[config.mk]
export PLATFORM = sky130hd
export DESIGN_NAME = rx_frame_ingest
export DESIGN_NICKNAME = d
export VERILOG_FILES = /design/src/common/s2mm_macros.svh /design/src/common/s2mm_pkg.sv /design/src/source/rx_frame_ingest.sv
export SDC_FILE = /design/constraint.sdc
export NUM_CORES = 1
export LEC_CHECK = 0
export BUFFER_PORTS_ARGS = -buffer_cell sky130_fd_sc_hd__buf_2
export CORE_AREA = 2 2 69 71
export CTS_CLUSTER_DIAMETER = 40
export DETAILED_ROUTE_END_ITERATION = 7
export DIE_AREA = 0 0 71 73
export GPL_TIMING_DRIVEN = 0
export HOLD_SLACK_MARGIN = 0.15
export PLACE_DENSITY = 0.79
export SYNTH_ARGS = -nofsm -noshare
export SYNTH_HDL_FRONTEND = slang
export SYNTH_SLANG_ARGS = --single-unit
[constraint.sdc]
create_clock -name s2mm_clk -period 4.08 [get_ports s2mm_clk]
set_input_delay 0.408 -clock s2mm_clk [delete_from_list [all_inputs] [get_ports s2mm_clk]]
set_output_delay 0.408 -clock s2mm_clk [all_outputs]
set_load 0.02 [all_outputs]
[src/common/s2mm_macros.svh]
// fifo depths, almost-full margins, frame length limit and control record constants
`ifndef S2MM_MACROS_SVH
`define S2MM_MACROS_SVH

// fifo depths in entries
`define S2MM_DATA_DEPTH 64
`define S2MM_GOOD_DEPTH 32
`define S2MM_INFO_DEPTH 8
`define S2MM_CTRL_DEPTH 16

// longest frame in 64-bit beats, also the data/good almost-full margin
`define S2MM_MAX_BEATS 8

// status record length in words, also the ctrl almost-full margin
`define S2MM_CTRL_WORDS 6

// tag in the top nibble of record word 0
`define S2MM_FLAGS_TAG 5

`endif

[src/common/s2mm_pkg.sv]
// shared packed types: stored rx beat, per-frame info byte, control record word
package s2mm_pkg;

   // one beat as held in the data and good fifos
   // last sits in bit 72, keep in 71:64
   typedef struct packed
   {
      // end of frame marker
      logic        last;
      // byte enables, thermometer from bit 0 up
      logic [7:0]  keep;
      // payload, byte 0 in the low bits
      logic [63:0] data;
   } rx_beat_t;

   // one status byte per frame, pushed after the last beat
   typedef struct packed
   {
      // frame failed at the mac, discard it
      logic       bad;
      // unused, written as zero
      logic [5:0] rsvd;
      // multicast destination
      logic       mcast;
   } rx_info_t;

   // one word of the six-word status record
   typedef struct packed
   {
      // set on the final record word only
      logic        last;
      // always all ones
      logic [3:0]  keep;
      // record payload
      logic [31:0] data;
   } ctrl_word_t;

   // sizes as seen by the fifo instances
   localparam int RX_BEAT_W = $bits(rx_beat_t);
   localparam int RX_INFO_W = $bits(rx_info_t);
   localparam int CTRL_WORD_W = $bits(ctrl_word_t);

endpackage

[src/source/rx_frame_ingest.sv]
// mac beat ingest: data fifo writes, overflow frame drop, frame info byte push
module rx_frame_ingest (
   input  logic                s2mm_clk,
   input  logic                s2mm_resetn,
   input  logic                mac_valid,
   input  s2mm_pkg::rx_beat_t  mac_beat,
   input  logic                mac_error,
   input  logic                mac_mcast,
   input  logic                data_afull,
   output logic                data_wren,
   output s2mm_pkg::rx_beat_t  data_wdata,
   output logic                info_wren,
   output s2mm_pkg::rx_info_t  info_wdata,
   output logic [15:0]         ovf_drops
);

   import s2mm_pkg::*;

   // next valid beat opens a frame
   logic first_beat;
   // current frame is being thrown away
   logic dropping;
   // drop decision for the beat on the bus now
   logic drop_now;

   // decided once at the first beat, held for the rest of the frame
   assign drop_now = first_beat ? data_afull : dropping;

   assign data_wren  = mac_valid && !drop_now;
   assign data_wdata = mac_beat;

   always_ff @(posedge s2mm_clk or negedge s2mm_resetn)
   begin
      if (!s2mm_resetn)
      begin
         first_beat <= 1'b1;
         dropping   <= 1'b0;
         info_wren  <= 1'b0;
         ovf_drops  <= '0;
      end
      else
      begin
         // info lands one cycle after the last data beat
         info_wren <= mac_valid && mac_beat.last && !drop_now;
         if (mac_valid)
         begin
            first_beat <= mac_beat.last;
            dropping   <= drop_now;
            // one count per discarded frame
            if (first_beat && data_afull)
            begin
               ovf_drops <= ovf_drops + 16'd1;
            end
         end
      end
   end

   // status sampled alongside the last beat
   always_ff @(posedge s2mm_clk)
   begin
      if (mac_valid && mac_beat.last)
      begin
         info_wdata.bad   <= mac_error;
         info_wdata.rsvd  <= '0;
         info_wdata.mcast <= mac_mcast;
      end
   end

   // downstream byte counting expects a nonzero thermometer keep
   a_keep_therm: assert property (@(posedge s2mm_clk) disable iff (!s2mm_resetn)
      mac_valid |-> (mac_beat.keep != 8'h00) &&
                    ((mac_beat.keep & (mac_beat.keep + 8'd1)) == 8'h00))
      else $error("rx_frame_ingest: bad keep %h", mac_beat.keep);

endmodule

### Word-level counts from Yosys, hierarchy flattened

Index checks and enable logic that the tools add are counted.
W data, S select, Z words.

* register bits: 21
* input port bits: 79
* logic and storage cells: 14

* reduce and logical (&&, ||, !) cells: 6
* $add $sub $neg: 1
* multiplexer cells: 1

Operators by type and width (count)
* $add A16 B1 Y16 const B: 1
* $logic_and A1 B1 Y1: 4
* $reduce_and A2 Y1: 1
* $logic_not A1 Y1: 1
* $mux W1: 1

### Depth between registers and ports, before layout

* depth in word-level cells: 3
* depth in mapped cells: 5

### Least setup slack after synthesis

No wires, ideal clock.

* path kind: input port to flip-flop
* start: in mac_valid
* end: reg ovf_drops[7]
* setup slack: 2571 ps
* stages on the path: 4
* library setup time: 132 ps
* data arrival time: 1377 ps
* data required time: 3948 ps
* cell sequence: buf_2 -> nand4_4 -> or4_1 -> xnor2_1

* longest elaborated chain between the ends: 1

Ends and longest elaborated chain
* from (decl): RTL line rx_frame_ingest.sv:5 `input logic mac_valid,`
* $reduce_and A2 Y1 (no line)
* to (signal assigned): RTL line rx_frame_ingest.sv:52 `ovf_drops <= ovf_drops + 16'd1;`
* to (decl): RTL line rx_frame_ingest.sv:14 `output logic [15:0] ovf_drops`

No other way between the ends.
A chain may end at the register's enable or synchronous reset.

### Worst setup path after layout

* start: reg first_beat
* end: out data_wren

* longest elaborated chain between the ends: 3

Ends and longest elaborated chain
* from (decl): RTL line rx_frame_ingest.sv:20 `logic first_beat;`
* from (signal assigned): RTL line rx_frame_ingest.sv:47 `first_beat <= mac_beat.last;`
* $mux W1: RTL line rx_frame_ingest.sv:27 `assign drop_now = first_beat ? data_afull : dropping;`
* $logic_not A1 Y1: RTL line rx_frame_ingest.sv:29 `assign data_wren = mac_valid && !drop_now;`
* $logic_and A1 B1 Y1: RTL line rx_frame_ingest.sv:29
* to (decl): RTL line rx_frame_ingest.sv:10 `output logic data_wren,`

No other way between the ends.

==> flow_metrics.py <==
metrics = {
    "run_status": {
        "status": "finished, final reports clean",
    },
    "timing": {
        "hold_viol_final": 0,
        "relSlewSlack_pct": 66.6,
        "finalCritPeriodShare_pct": 43.7,
        "skew_ns": 0.00496,
        "final_max_slew_viol_count": 0,
        "max_freq_mhz": 561,
        "finalSetupViolCount": 0,
        "tns_ns": 0,
        "rsz0062_at_grt": "no",
        "layout_min_cycle_time_ns": 1.78,
        "worst_pin_slew_ns": 0.498,
    },
    "die": {
        "ios": 178,
        "num_rows": 25,
        "core_mm2": 0.00454,
        "die_h_um": 73,
        "die_area_mm2": 0.00518,
        "die_w_um": 71,
        "start_util_pct": 33.2,
    },
    "global_routing": {
        "antenna_found_initial": 0,
        "overflow": 0,
        "grt_pass1_vias": 1011,
        "grt_start_max_net_pins": 20,
        "grt_use_total_pct": 9.91,
        "grt_pass1_wl_mm": 4.15,
    },
    "routing": {
        "wire_per_inst_um": 9.21,
        "routed_wl_mm": 2.88,
        "drt_iter0_markers": 32,
        "vias": 1259,
        "drt_drc_violations_left": 0,
        "drtPass1Iterations": 3,
        "routed_via_density": 4.02,
        "ant_nets": 0,
    },
    "cells_and_area": {
        "fin_nets": 340,
        "antenna_cells": 0,
        "final_common_cell": "buf_2",
        "drive_above_1_share_pct": 71.8,
        "layout_common_cells": "buf_2, buf_4, dfrtp_1",
        "area_growth_pct": 42.0,
    },
    "setup_path": {
        "path_buf_inv": 2,
        "crit_chain": "mux2i_1 -> nand2_1 -> inv_1 -> buf_2",
        "crit_fanout": 5,
        "timing.critical_path.slowest_stage_cell": "dfstp_2",
        "cp.arrival_ns": 1.37,
        "endpoint_kind": "primary output",
        "crit_type": "reg2out",
        "cp_slowest_stage_delay_ns": 0.59,
        "crit_family": "flip-flops",
        "cp.required_ns": 3.67,
        "cp-start-kind": "flip-flop",
    },
    "clock_tree": {
        "cts_buffer_depth": 2,
        "root_buffer": "clkbuf_8",
        "htreeDepth": 1,
        "cts_buffers": 3,
        "cts_sinks": 21,
        "post-cts-setup-buffer-count": 0,
        "cts_resized": 0,
        "clkSlewWorstSetupHoldPaths_ns": 0.07,
        "cts_tree": "done",
        "worstSkewPairLatency_ns": 0.26,
        "holdBufCountCts": 1,
    },
    "synth": {
        "yosys.cell_types.count": 23,
        "syn_avg_cell_area_um2": 9.97,
        "seq_area_frac_synth_pct": 35.7,
        "synth_top_area_share_pct": 39.4,
        "syn_inst": 151,
        "synth-seq-cells": 21,
        "synth_warnings": 0,
        "netlist_area_mm2": 0.00151,
        "yosys.area.top_type": "buf_4",
        "yosys-top-cells-area": "buf_4, dfrtp_1, xnor2_1, edfxtp_1, xor2_1",
    },
    "min_path": {
        "hold_path.class": "in2reg",
    },
    "placement": {
        "io_buffers": 98,
        "gp_congestion": 0.741,
        "hpwl_mm": 2.52,
    },
    "pwr": {
        "p_per_area_mw_per_mm2": 318,
        "ir_worst_vdd_mv": 0.133,
        "total_power_w": 0.000680,
        "power_leakage_nw": 1.28,
    },
    "flow_run": {
        "maxCapViolations": 0,
    },
}
## power breakdown
part | leakage (nW) | total [W] | internal (W) | switching [W]
Combinational | 0.994 | 0.000275 | 0.000121 | 0.000155
Sequential | 0.266 | 0.000272 | 0.000241 | 0.0000311
Clock | 0.0228 | 0.000133 | 0.0000695 | 0.0000636
Total | 1.28 | 0.000680 | 0.000431 | 0.000249
## routing by layer
metal  GRT usage [%]  vias up  routed length (um)
met5               0        -                   0
met4            4.40        0                  44
met3            2.62        5                 426
met2            17.8      101                1490
met1            11.0      541                 925
li1                -      612                   -
## stage by stage
step / area (um^2) / hold slack (ns) / worst slack, ns / instances / utilization, %
final: 2140 / 0.330 / 2.30 / 313 / 47.1
after global routing: 2140 / 0.319 / 2.17 / 313 / 47.1
after CTS: 2140 / 0.322 / 2.28 / 313 / 47.1
after detailed placement: 2080 / 0.370 / 2.39 / 308 / 45.9
after global placement: 2080 / 0.366 / 2.45 / 308 / 45.9
after floorplan: 1520 / 0.112 / 2.57 / 156 / -
## registers in the layout (all words and copies together), names as in the netlist
signal,count
ovf_drops,16
info_wdata,2
dropping,1
first_beat,1
info_wren,1
## final cells by class
type	instances	area, um^2
sequential	21	537
timing repair buffer	99	500
tap	54	67.6
clock buffer	4	45.0
inverter	2	7.51
fill	435	2400
multi-input combinational	53	382
buffer	80	598
## logic make-up after synthesis
group	after synthesis	share of synthesized area (%)
buffers and inverters	82	40.2
adders and majority gates	1	0.831
and+or+nand+nor	28	12.1
xor gates and xnor gates	15	8.73
DFF	21	35.7
muxes	3	2.16
other	1	0.249
## Yosys cell counts (all sizes together)
cell type / number
buf: 80
dfrtp: 18
xnor2: 9
xor2: 6
and3: 5
nand2: 5
nand3: 4
nor2: 4
nand4: 3
and2: 2
and4: 2
edfxtp: 2
inv: 2
mux2: 2
conb: 1
dfstp: 1
ha: 1
mux2i: 1
nor3: 1
nor4: 1
or4: 1
## path summary, 6_finish.rpt
| path | start | end | slack [ns] | depth (start not counted) |
|---|---|---|---|---|
| setup / recovery | first_beat | data_wren | 2.30 | 4 |
| hold / removal | mac_error | info_wdata[7] | 0.33 | 1 |
| setup reg to reg | first_beat | ovf_drops[14] | 2.43 | 4 |
| hold reg to reg | ovf_drops[15] | ovf_drops[15] | 0.47 | 1 |
| max in group asynchronous | s2mm_resetn | first_beat | 3.14 | 2 |
| min in group asynchronous | s2mm_resetn | ovf_drops[11] | 0.61 | 2 |
(Power assumes the default switching activity.)
