`src/common/s2mm_macros.svh`:
```
// fifo depths, almost-full margins, frame length limit and control record constants
`ifndef S2MM_MACROS_SVH
`define S2MM_MACROS_SVH

// fifo depths in entries
`define S2MM_DATA_DEPTH 64
`define S2MM_GOOD_DEPTH 32
`define S2MM_INFO_DEPTH 8
`define S2MM_CTRL_DEPTH 16

// longest frame in 64-bit beats, also the data/good almost-full margin
`define S2MM_MAX_BEATS 8

// status record length in words, also the ctrl almost-full margin
`define S2MM_CTRL_WORDS 6

// tag in the top nibble of record word 0
`define S2MM_FLAGS_TAG 5

`endif

```
`src/source/sync_fifo.sv`:
```
// synchronous fifo with first-word-fall-through read, empty and almost-full flags
module sync_fifo #(
   parameter int  DEPTH        = 16,
   parameter int  AFULL_MARGIN = 1,
   parameter type T            = logic [7:0]
) (
   input  logic s2mm_clk,
   input  logic s2mm_resetn,
   input  logic wren,
   input  T     wdata,
   input  logic rden,
   output T     rdata,
   output logic empty,
   output logic afull
);

   localparam int PTR_W = (DEPTH > 1) ? $clog2(DEPTH) : 1;
   localparam int CNT_W = $clog2(DEPTH + 1);

   // storage, no reset
   T mem [DEPTH];

   logic [PTR_W-1:0] wr_ptr;
   logic [PTR_W-1:0] rd_ptr;
   logic [CNT_W-1:0] count;
   logic             full;
   logic             do_wr;
   logic             do_rd;

   // pointer advance with wrap at DEPTH
   function automatic logic [PTR_W-1:0] ptr_inc(input logic [PTR_W-1:0] ptr);
      return (ptr == PTR_W'(DEPTH - 1)) ? '0 : ptr + 1'b1;
   endfunction

   assign full  = (count == CNT_W'(DEPTH));
   assign empty = (count == '0);
   // free space below margin
   assign afull = (DEPTH - int'(count)) < AFULL_MARGIN;

   assign do_wr = wren && !full;
   assign do_rd = rden && !empty;

   // head entry always on the read port
   assign rdata = mem[rd_ptr];

   always_ff @(posedge s2mm_clk)
   begin
      if (do_wr)
      begin
         mem[wr_ptr] <= wdata;
      end
   end

   always_ff @(posedge s2mm_clk or negedge s2mm_resetn)
   begin
      if (!s2mm_resetn)
      begin
         wr_ptr <= '0;
         rd_ptr <= '0;
         count  <= '0;
      end
      else
      begin
         if (do_wr)
         begin
            wr_ptr <= ptr_inc(wr_ptr);
         end
         if (do_rd)
         begin
            rd_ptr <= ptr_inc(rd_ptr);
         end
         // occupancy moves only on a lone push or pop
         case ({do_wr, do_rd})
            2'b10: count <= count + 1'b1;
            2'b01: count <= count - 1'b1;
            default: count <= count;
         endcase
      end
   end

   // producers must respect almost-full, consumers must respect empty
   a_no_overflow: assert property (@(posedge s2mm_clk) disable iff (!s2mm_resetn)
      wren |-> !full)
      else $error("sync_fifo: write while full");
   a_no_underflow: assert property (@(posedge s2mm_clk) disable iff (!s2mm_resetn)
      rden |-> !empty)
      else $error("sync_fifo: read while empty");

endmodule

```
`config.mk`:
```
export PLATFORM = sky130hd
export DESIGN_NAME = sync_fifo
export DESIGN_NICKNAME = d
export VERILOG_FILES = /design/src/common/s2mm_macros.svh /design/src/source/sync_fifo.sv
export SDC_FILE = /design/constraint.sdc
export NUM_CORES = 1
export LEC_CHECK = 0
export CAP_MARGIN = 5
export CELL_PAD_IN_SITES_DETAIL_PLACEMENT = 1
export CELL_PAD_IN_SITES_GLOBAL_PLACEMENT = 1
export CORE_MARGIN = 1
export CORE_UTILIZATION = 45
export CTS_BUF_LIST = sky130_fd_sc_hd__clkbuf_8
export DETAILED_ROUTE_END_ITERATION = 8
export DONT_BUFFER_PORTS = 1
export GPL_TIMING_DRIVEN = 1
export PLACE_DENSITY_LB_ADDON = 0.2
export SYNTH_ARGS = -nofsm -noshare
export SYNTH_HDL_FRONTEND = slang
export SYNTH_SLANG_ARGS = --single-unit
```
`constraint.sdc`:
```
create_clock -name s2mm_clk -period 2.64 [get_ports s2mm_clk]
set_input_delay 0.528 -clock s2mm_clk [delete_from_list [all_inputs] [get_ports s2mm_clk]]
set_output_delay 0.528 -clock s2mm_clk [all_outputs]
set_load 0.01 [all_outputs]
```
== Word level (Yosys, flattened, before mapping) ==
Memory sizes are Yosys's and may differ from the RTL's.
Index checks and enable logic that the tools add are counted.
Word-level totals
  bits in registers: 13
  word-level logic and storage cells: 26
  RAM bits: 128
  memories: 1
  input port bits: 12
Cells by class
  add/sub/neg operators: 5
  reduce and logical (&&, ||, !) cells: 6
  equal/unequal tests: 5
  muxes and demuxes: 5
  $lt $le $gt $ge: 1
Memory list
  mem: words 16, bits a word 8, rd ports 1, clocked after Yosys merged registers in 0, wr ports 1, line sync_fifo.sv:21  | T mem [DEPTH];
Operator list (count)
  case mux 5 bit (2 select lines): 1
  adder 4 x 1 -> 4 bit, second input constant: 2
  == test 4 bit, second input constant: 2
  2-to-1 mux 4 bit: 2
  less-than comparator 6 x 2 -> 1 bit, second input constant: 1
  subtractor 5 x 5 -> 6 bit, first input constant: 1
  adder 5 x 1 -> 5 bit, second input constant: 1
  == test 5 bit, second input constant: 1
  logical NOT 5 bit: 1
  subtractor 5 x 1 -> 5 bit, second input constant: 1
  == test 2 x 1 -> 1 bit, second input constant: 1
  == test 2 bit, second input constant: 1
  logical AND 1 bit: 2
  logical NOT 1 bit: 2
  2-to-1 mux 1 bit: 2
  nonzero test 2 bit: 1

== Logic depth before layout (Yosys ltp) ==
Gate-level depths: netlist (run 1).
  word-level depth: 5
  gate-level depth with buffers: 14
  depth with buffers taken out: 11

== Worst setup path after synthesis (run 1) ==
Ideal clock, no wire load.
  path kind: flip-flop to flip-flop
  start point: register count[2]
  end point: register count[4]
  stages on the path, launching flop included: 14
  required time: 2.517 ns
  library setup time: 0.123 ns
  path slack: -0.241 ns
  arrival: 2.758 ns
  path through: dfrtp_1 clkbuf_1 nor4_1 ha_1 nor2b_1 clkbuf_1 ha_1 clkbuf_1 xor2_1 ha_1 nor3b_1 nor3b_1 a21oi_1 xnor2_1
On the way
  longest elaborated chain between the ends: 5
Ends and longest elaborated chain
  from (decl): line sync_fifo.sv:25  | logic [CNT_W-1:0] count;
  from (signal assigned): line sync_fifo.sv:74  | 2'b10: count <= count + 1'b1;
  from (signal assigned): line sync_fifo.sv:75  | 2'b01: count <= count - 1'b1;
  from (signal assigned): line sync_fifo.sv:76  | default: count <= count;
  logical NOT 5 bit *: line sync_fifo.sv:36  | assign empty = (count == '0);
  via empty: line sync_fifo.sv:13  | output logic empty,
  logical NOT 1 bit *: line sync_fifo.sv:41  | assign do_rd = rden && !empty;
  logical AND 1 bit *: line sync_fifo.sv:41
  via do_rd: line sync_fifo.sv:28  | logic do_rd;
  == test 2 x 1 -> 1 bit or == test 2 bit (tied branches): line sync_fifo.sv:73  | case ({do_wr, do_rd})
  case mux 5 bit (2 select lines) or nonzero test 2 bit (tied branches)
The timed path passes the listed nets; every way through them passes the cells marked *.
A chain may end at the register's enable or synchronous reset.

==> results.cfg, run 1 <==
[run_status]
status = finished, final reports clean

[clocking]
h-tree-depth = 4
root_buffer = clkbuf_8
cts_tree = built
clk_path_buf_depth = 2
cts_made_buffers = 17
clk_pin_slew_ns = 0.08
clock_latency_ns = 0.45
numClockSinks = 141

[global_routing]
grt_pass1_wl_um = 17500
grt.total_usage_pct = 19.4
overflow = 0
antenna_found_initial = 0
grt_max_degree = 30
grt_pass1_vias = 2942

[synth]
syn_area_per_cell_um2 = 19.3
ys_seq_elements = 141
synth_cell_types = 35
async_flop_share_pct = 9.22
syn_inst = 301
ys.flop_type = edfxtp_1
syn_area_mm2 = 0.00581
seq_area_frac_synth_pct = 71.8
ys_warn_count = 0
synth_nets = 323
synth_edf_count = 128

[placement]
place_area_mm2 = 0.00606
place_congestion = 0.712
port_buffers = 0
dpl.hpwl_um = 7180

[route]
drt-pass1-iter-count = 4
wl_um = 11600
antenna_left = 0
wl_per_cell_um = 22.9
num_vias = 2753
drc_errors = 0
viasPerCell = 5.41
first_iter_violations = 200

[setup_path]
cp_num_buf_inv = 2
cpPeakStageDelay_ns = 0.55
critPathRequiredTime_ns = 2.11
cpLargestDelayFamily = multiplexers
crit_chain = buf_4 -> buf_16 -> mux4_1 -> a22oi_1 -> nand2_1
cp_max_fo = 7
crit_path_start_kind = flop
crit_arrival_ns = 2.05
cp_slowest_cell = mux4_1
end_kind = primary output
crit_type = reg -> out

[floorplan]
die_x_um = 116
core_mm2 = 0.0126
die_h_um = 116
start_util_pct = 46.0
rows = 41
die-area_mm2 = 0.0134
io_pins = 22

[worst_hold_path]
hold_class = in -> reg

[layout]
final_cell_mix = edfxtp_1 (128), mux4_2 (20), nand2_1 (17), clkbuf_8 (17), buf_4 (14)
nFillCells = 1180
final_area_mm2 = 0.00657
drive_above_1_share_pct = 25.5
mostFrequentLayoutCell = edfxtp_1
diodes = 0
final_nets = 346
syn_to_final_growth_pct = 13.1

[power_and_ir_drop]
p_leak_nw = 2.23
report.power.total_mw = 6.54
irDropWorstVdd_mv = 0.544
power_density_mw_per_mm2 = 995

[run]
cap_violations = 0

[sta]
fin_crit_sh_pct = 97.6
max-slew-margin-rel_pct = 59.8
setup_violations = 0
tightest_slew_ns = 0.603
hold_violations = 0
slew_viol_final = 0
rsz0062_at_grt = yes
period_needed_ns = 2.58
fin_skew_ns = 0.00788
max_freq_mhz = 388
fin_tns_setup_ns = 0
## final timing paths
| check | startpoint | endpoint | slack (ns) | cells after the start |
|---|---|---|---|---|
| worst max-delay path | rd_ptr[0]$_DFFE_PN0P_ | rdata[7] | 0.06 | 5 |
| worst min-delay path | wdata[5] | mem[7][5]$_DFFE_PP_ | 0.17 | 0 |
| worst max register to register | count[3]$_DFFE_PN0P_ | mem[5][2]$_DFFE_PP_ | 0.21 | 8 |
| worst min register to register | count[4]$_DFFE_PN0P_ | count[4]$_DFFE_PN0P_ | 0.52 | 1 |
| max in group asynchronous | s2mm_resetn | rd_ptr[0]$_DFFE_PN0P_ | 1.69 | 1 |
| min in group asynchronous | s2mm_resetn | count[4]$_DFFE_PN0P_ | 0.52 | 1 |
## area by class of cell
class | instances | area, µm² | area share (%)
clock buffers | 17 | 234 | 3.56
clock inverters | 15 | 155 | 2.36
inverters | 4 | 15.0 | 0.229
multi-input cells | 140 | 1560 | 23.8
flip-flops and latches | 141 | 4170 | 63.5
well taps | 172 | 215 | 3.28
repair buffers | 20 | 219 | 3.33
## flip-flops by register name (all words and copies together), names as in the netlist
| name | flops |
|---|---|
| rd_ptr | 4 |
| count | 5 |
| wr_ptr | 4 |
| mem | 128 |
## worst reg2reg max path, stage by stage (launching register included)
cell,delay [ns]
dfrtp_1,0.46
nor4_4,0.08
ha_1,0.19
nor2b_2,0.25
inv_1,0.10
buf_4,0.16
nor3b_1,0.47
and2_1,0.20
buf_4,0.20
## logic make-up (layout without fill, tap and decap cells)
group                      Yosys count  after routing  synth area share (%)
AOI/OAI and AO/OA                   31             31                  3.47
muxes                               35             35                  13.7
xor gates and xnor gates             8              8                  1.21
and+or+nand+nor                     56             56                  5.21
adders and majority gates           10             10                  2.15
DFF                                141            141                  71.8
buffers and inverters               20             56                  2.41
## routing by layer
metal	up-vias	global-route usage (%)	wire (µm)	share of wire [%]
li1	1260	-	-	-
met1	1419	23.4	4900	42
met2	58	32.8	6030	52
met3	16	5.07	504	4.3
met4	0	8.92	211	1.8
met5	-	0	0	0
## report_power, final
part / switching (mW) / total, mW / internal, mW
sequential: 0.159 / 2.88 / 2.72
clock: 0.797 / 1.71 / 0.912
combinational: 1.07 / 1.95 / 0.883
## Yosys cell counts, types with 5 or more instances
cell type / instances / area, µm²
ha_1: 10 / 125
mux4_1: 12 / 315
nand2_1: 18 / 67.6
and2_1: 17 / 106
dfrtp_1: 13 / 325
edfxtp_1: 128 / 3840
clkbuf_1: 6 / 22.5
a22oi_1: 16 / 120
a21oi_1: 5 / 25.0
o21ai_0: 7 / 35.0
mux4_2: 20 / 450
## timing repair
item,4_1_cts,5_1_grt
setup endpoints to repair,8,102
buffers inserted,1,0
gates resized for setup,7,8
pin swaps,1,0
cloned,1,1
hold buffers,1,0
endpoints found under the hold margin,13,0
## through the flow
step                      cells  hold WS (ns)  util, %  setup slack, ns
after floorplan             301         0.232        -         0.000169
after global routing        509         0.142     52.1         -0.00512
after global placement      473         0.233     48.0            0.135
after detailed placement    473         0.233     48.0           0.0385
final                       509         0.172     52.1           0.0638
after CTS                   508         0.144     51.7          0.00600
Power figures use the tool's default switching activity.
==> run 2, diff against run 1 <==
--- a/config.mk
+++ b/config.mk
@@ -8,6 +8,7 @@
 export CAP_MARGIN = 5
 export CELL_PAD_IN_SITES_DETAIL_PLACEMENT = 1
 export CELL_PAD_IN_SITES_GLOBAL_PLACEMENT = 1
+export CORE_ASPECT_RATIO = 1.5
 export CORE_MARGIN = 1
 export CORE_UTILIZATION = 45
 export CTS_BUF_LIST = sky130_fd_sc_hd__clkbuf_8
==> run 2 against run 1 <==
Clock power down 2%. Die area about the same. Via count up 4.9%. Combinational power up 9.7%. First-iteration DRC count down 17%. Wire length up 11%. Clock skew up 0.0070 ns. Cell area up 0.59%. Global-route usage up 1.7 points. Sequential share of layout area down 0.37 points. Final cell count down 2.6%. Sequential power about the same. Critical endpoint is now rdata[1]. Largest cell class unchanged. Largest power group unchanged.
==> results.cfg, run 2 (synthesized netlist as in run 1, its figures left out) <==
[run_status]
status = finished, final reports clean

[global_routing]
overflow = 0
antenna_found_initial = 0
grt.total_usage_pct = 21.0
grt_pass1_vias = 3153
grt_max_degree = 27
grt_pass1_wl_um = 19200

[setup_path]
cpPeakStageDelay_ns = 0.55
crit_path_start_kind = flop
cp_max_fo = 5
cp.depth = 5
cp_slowest_cell = mux4_1
crit_chain = buf_12 -> buf_4 -> mux4_1 -> a22oi_2 -> nand2_2
r2r_cells = 10
end_kind = primary output
crit_type = reg -> out
cp_num_buf_inv = 2
cpLargestDelayFamily = multiplexers
crit_arrival_ns = 2.07
critPathRequiredTime_ns = 2.11

[sta]
fin_skew_ns = 0.0149
slew_viol_final = 0
tightest_slew_ns = 0.660
setup_violations = 0
max-slew-margin-rel_pct = 55.8
whs_ns = 0.184
hold_violations = 0
max_freq_mhz = 385
fin_tns_setup_ns = 0
fin_crit_sh_pct = 98.3
period_needed_ns = 2.60
rsz0062_at_grt = yes

[placement]
dpl.hpwl_um = 7900
place_congestion = 0.736
port_buffers = 0

[clocking]
clock_latency_ns = 0.44
clk_path_buf_depth = 2
root_buffer = clkbuf_8
h-tree-depth = 4
cts_made_buffers = 17
numClockSinks = 141
cts_tree = built
clk_pin_slew_ns = 0.08

[power_and_ir_drop]
irDropWorstVdd_mv = 0.441
power_density_mw_per_mm2 = 1020
report.power.total_mw = 6.71
p_leak_nw = 2.21

[route]
drc_errors = 0
drt-pass1-iter-count = 4
viasPerCell = 5.82
first_iter_violations = 167
antenna_left = 0
num_vias = 2888
wl_per_cell_um = 26.0
wl_um = 12900

[layout]
diodes = 0
largest_reg_flops = 128
drive_above_1_share_pct = 29.7
final_nets = 349
mostFrequentLayoutCell = edfxtp_1
syn_to_final_growth_pct = 13.8
top_register = mem
final_cell_mix = edfxtp_1 (128), mux4_2 (25), and2_1 (17), clkbuf_8 (17), buf_4 (15)
reg.largest.list = mem x128, count x5

[floorplan]
die-area_mm2 = 0.0134
rows = 50
start_util_pct = 46.4
core_mm2 = 0.0125
die_x_um = 94.8
io_pins = 22
die_h_um = 141

[worst_hold_path]
hold_class = in -> reg
hold_depth = 0

[run]
cap_violations = 0
[run 2: final cells by class]
class / instances / area [µm²]
Clock inverter: 15 / 148
Fill cell: 1174 / 5900
Multi-Input combinational cell: 140 / 1580
Timing Repair Buffer: 23 / 268
Clock buffer: 17 / 234
Tap cell: 156 / 195
Sequential cell: 141 / 4170
Inverter: 4 / 15.0
[run 2: worst paths after layout]
| path | from | to | slack [ns] |
|---|---|---|---|
| min in group asynchronous | s2mm_resetn | count[2]$_DFFE_PN0P_ | 0.56 |
| max in group asynchronous | s2mm_resetn | rd_ptr[0]$_DFFE_PN0P_ | 1.62 |
| hold / removal | wdata[5] | mem[1][5]$_DFFE_PP_ | 0.18 |
| setup reg to reg | count[3]$_DFFE_PN0P_ | count[4]$_DFFE_PN0P_ | 0.16 |
| hold reg to reg | count[4]$_DFFE_PN0P_ | count[4]$_DFFE_PN0P_ | 0.53 |
| setup / recovery | rd_ptr[0]$_DFFE_PN0P_ | rdata[1] | 0.04 |
[run 2: power breakdown]
| part | leakage [nW] | internal (mW) | total [mW] | switching (mW) |
|---|---|---|---|---|
| clock network | 0.183 | 0.834 | 1.67 | 0.836 |
| logic | 0.715 | 0.987 | 2.14 | 1.15 |
| registers | 1.31 | 2.72 | 2.90 | 0.183 |
| total | 2.21 | 4.54 | 6.71 | 2.17 |
[run 2: what timing repair did]
action,CTS,global route
hold buffers,1,0
resized for setup,14,16
pin swaps,5,6
setup buffers,1,8
setup endpoints to repair,7,10
gates cloned,1,1
hold endpoints to repair,13,0
[run 2: routing by layer]
metal	vias up	track usage, %	part of all wire (%)
met5	-	0	0
met4	0	8.45	2.6
met3	20	4.91	4.0
met2	68	37.6	57
met1	1540	23.8	36
li1	1260	-	-
[run 2: per-stage QoR]
step,cells,worst slack [ns],util (%),area (µm²)
after detailed placement,453,0.111,48.0,6010
final,496,0.0438,52.8,6610
after floorplan,301,0.000169,-,5830
after global routing,496,-0.00708,52.8,6610
after global placement,453,0.172,48.0,6010
after CTS,488,-0.0159,51.8,6490
==> run 3, diff against run 2 <==
--- a/config.mk
+++ b/config.mk
@@ -5,6 +5,7 @@
 export SDC_FILE = /design/constraint.sdc
 export NUM_CORES = 1
 export LEC_CHECK = 0
+export ABC_AREA = 1
 export CAP_MARGIN = 5
 export CELL_PAD_IN_SITES_DETAIL_PLACEMENT = 1
 export CELL_PAD_IN_SITES_GLOBAL_PLACEMENT = 1
==> run 3 against run 2 <==
Flip-flop and latch count unchanged. Sequential share of layout area decreased by 1.2 points. Hold slack worse by 0.0010 ns. Combinational power grew 18%. Total power increased by 6.7%. Global-route usage increased by 2.6 points. Final cell count grew 47%. Clock skew shrank 0.0040 ns. Maximum frequency is 6.6% higher. Critical path type unchanged. Largest cell class unchanged. Highest routed layer unchanged.
==> results.cfg, run 3 <==
[run]
cap_violations = 0

[global_routing]
grt_pass1_vias = 4301
grt.total_usage_pct = 23.7
antenna_found_initial = 0
overflow = 0
grt_max_degree = 35
grt_pass1_wl_um = 23200

[synth]
ys.flop_type = edfxtp_1
syn_area_per_cell_um2 = 11.4
yosys.area_share.simple_pct = 13.7
synthXorXnorAreaFrac_pct = 0.583
synth_compound_area_share_pct = 9.70
ys_seq_elements = 141
synth_edf_count = 128
async_flop_share_pct = 9.22
syn_area_mm2 = 0.00601
synth_fa_ha_area_share_pct = 2.08
seq_area_frac_synth_pct = 69.4
synth_mux_area_share_pct = 0
synth_cell_types = 25
syn_inst = 529
yosys-top-cells-count = edfxtp_1 (128), nor2_1 (116), nand2_1 (74)
synth_nets = 551
synth.area.top_cells = edfxtp_1 (64%), nor2_1 (7.2%), dfrtp_1 (5.4%)
synth_top_family_by_area = simple AND/OR/NAND/NOR gates
synth_area_leader_cell = edfxtp_1
ys_warn_count = 0
synth.most_common_cell = edfxtp_1
synth_top_area_share_pct = 64.0

[worst_hold_path]
hold_class = in -> reg
holdPathEnd = mem[10][0]$_DFFE_PP_
hold_depth = 0
hp-start = wdata[0]

[layout]
diodes = 0
syn_to_final_growth_pct = 12.2
final_cell_mix = edfxtp_1 (128), nor2_1 (116), nand2_1 (74), o21ai_0 (64), inv_1 (30)
largest_reg_flops = 128
final_nets = 579
final_area_mm2 = 0.00674
reg.largest.list = mem x128, count x5
top_register = mem
drive_above_1_share_pct = 12.5
mostFrequentLayoutCell = edfxtp_1

[floorplan]
die_h_um = 144
core_mm2 = 0.0130
rows = 51
die_x_um = 96.3
io_pins = 22
start_util_pct = 46.2
die-area_mm2 = 0.0138

[clocking]
cts_tree = built
clk_path_buf_depth = 2
clk_pin_slew_ns = 0.08
root_buffer = clkbuf_8
clock_latency_ns = 0.43
cts_made_buffers = 17
h-tree-depth = 4
numClockSinks = 141

[power_and_ir_drop]
power_density_mw_per_mm2 = 1060
report.power.total_mw = 7.16
p_leak_nw = 2.48
irDropWorstVdd_mv = 0.440

[sta]
slew_viol_final = 0
period_needed_ns = 2.43
max_freq_mhz = 411
setup_violations = 0
max-slew-margin-rel_pct = 56.0
rsz0062_at_grt = no
tightest_slew_ns = 0.658
fin_skew_ns = 0.0109
fin_crit_sh_pct = 92.2
hold_violations = 0
fin_tns_setup_ns = 0

[placement]
place_congestion = 0.789
place_area_mm2 = 0.00629
dpl.hpwl_um = 10000
port_buffers = 0

[setup_path]
r2r_end = count[4]$_DFFE_PN0P_
crit_arrival_ns = 1.91
crit_path_start_kind = flop
end_kind = primary output
cp_max_fo = 31
rrSetupSlack_ns = 0.21
r2r_start = count[2]$_DFFE_PN0P_
crit_type = reg -> out
critPathRequiredTime_ns = 2.11
r2r_cells = 19

[route]
first_iter_violations = 188
viasPerCell = 5.58
wl_per_cell_um = 20.8
drc_errors = 0
drt-pass1-iter-count = 4
antenna_left = 0
wl_um = 15200
num_vias = 4066

[run_status]
status = finished, final reports clean
[run 3: cell count changes after synthesis, sizes merged, moves of 3 or more]
cell    before  now
mux4        32    0
buf          8   17
nor2b        3    0
o21ai        7   89
a22oi       16    0
a21oi        5    2
inv          4   32
and2        17    0
nand2       18   74
nor3b        4    0
nand3        4   16
nor2         2  117
o211ai       0   17
[run 3: worst max path at each step]
stage | start | endpoint | slack (ns)
after CTS | count[2]$_DFFE_PN0P_ | count[4]$_DFFE_PN0P_ | 0.03
after detailed placement | count[2]$_DFFE_PN0P_ | count[4]$_DFFE_PN0P_ | -0.02
after global routing | rd_ptr[0]$_DFFE_PN0P_ | rdata[7] | 0.03
final | rd_ptr[0]$_DFFE_PN0P_ | rdata[7] | 0.21
after global placement | count[2]$_DFFE_PN0P_ | count[4]$_DFFE_PN0P_ | 0.16
after floorplan | count[0]$_DFFE_PN0P_ | count[4]$_DFFE_PN0P_ | 0.30
[run 3: through the flow]
| stage | util [%] | setup WS, ns | std cells | hold WS [ns] |
|---|---|---|---|---|
| 6_report | 51.8 | 0.205 | 729 | 0.183 |
| 5_1_grt | 51.8 | 0.0340 | 729 | 0.146 |
| 4_1_cts | 51.5 | 0.0322 | 727 | 0.158 |
| 3_5_place_dp | 48.3 | -0.0159 | 693 | 0.233 |
| 3_3_place_gp | 48.3 | 0.160 | 693 | 0.233 |
| 2_1_floorplan | - | 0.296 | 529 | 0.232 |
[run 3: kinds of logic (layout without fill, tap and decap cells)]
group                    Yosys count  in the layout
XOR/XNOR                           4              4
adder cells (fa/ha/maj)           10             10
AND/OR/NAND/NOR                  211            211
AO/OA/AOI/OAI                    108            108
buffers and inverters             55             96
flip-flops                       141            141
[run 3: report_power, final]
group,internal (mW),switching (mW),total (mW)
logic,0.828,1.71,2.53
clock network,0.876,0.805,1.68
registers,2.74,0.208,2.95
total,4.44,2.72,7.16
[run 3: layout make-up]
class                   count  area, µm²
inverters                  33        124
repair buffers             31        268
multi-input cells         333       1590
well taps                 159        199
clock inverters            13        125
clock buffers              19        262
flip-flops and latches    141       4180
fillers                  1406       6280
[run 3: timing repair]
item	4_1_cts	5_1_grt
endpoints found under the hold margin	13	0
hold buffers	1	0
endpoints found under the setup margin	8	8
resized for setup	2	8
buffers inserted	1	2
[run 3: layer usage]
metal | vias up | share of wire, % | GRT usage, %
li1 | 1884 | - | -
met1 | 2048 | 38 | 25.7
met2 | 107 | 56 | 43.3
met3 | 27 | 4.0 | 5.34
met4 | 0 | 2.8 | 9.67
met5 | - | 0 | 0
[run 3: critical path, stage by stage (launching register included)]
cell and delay [ns]:
dfrtp_2 0.44, buf_6 0.27, nor2_1 0.09, nor2_1 0.11
o21ai_0 0.12, o21ai_0 0.10, nand2_1 0.08, nand2_1 0.07
inv_1 0.04, nand2_1 0.12
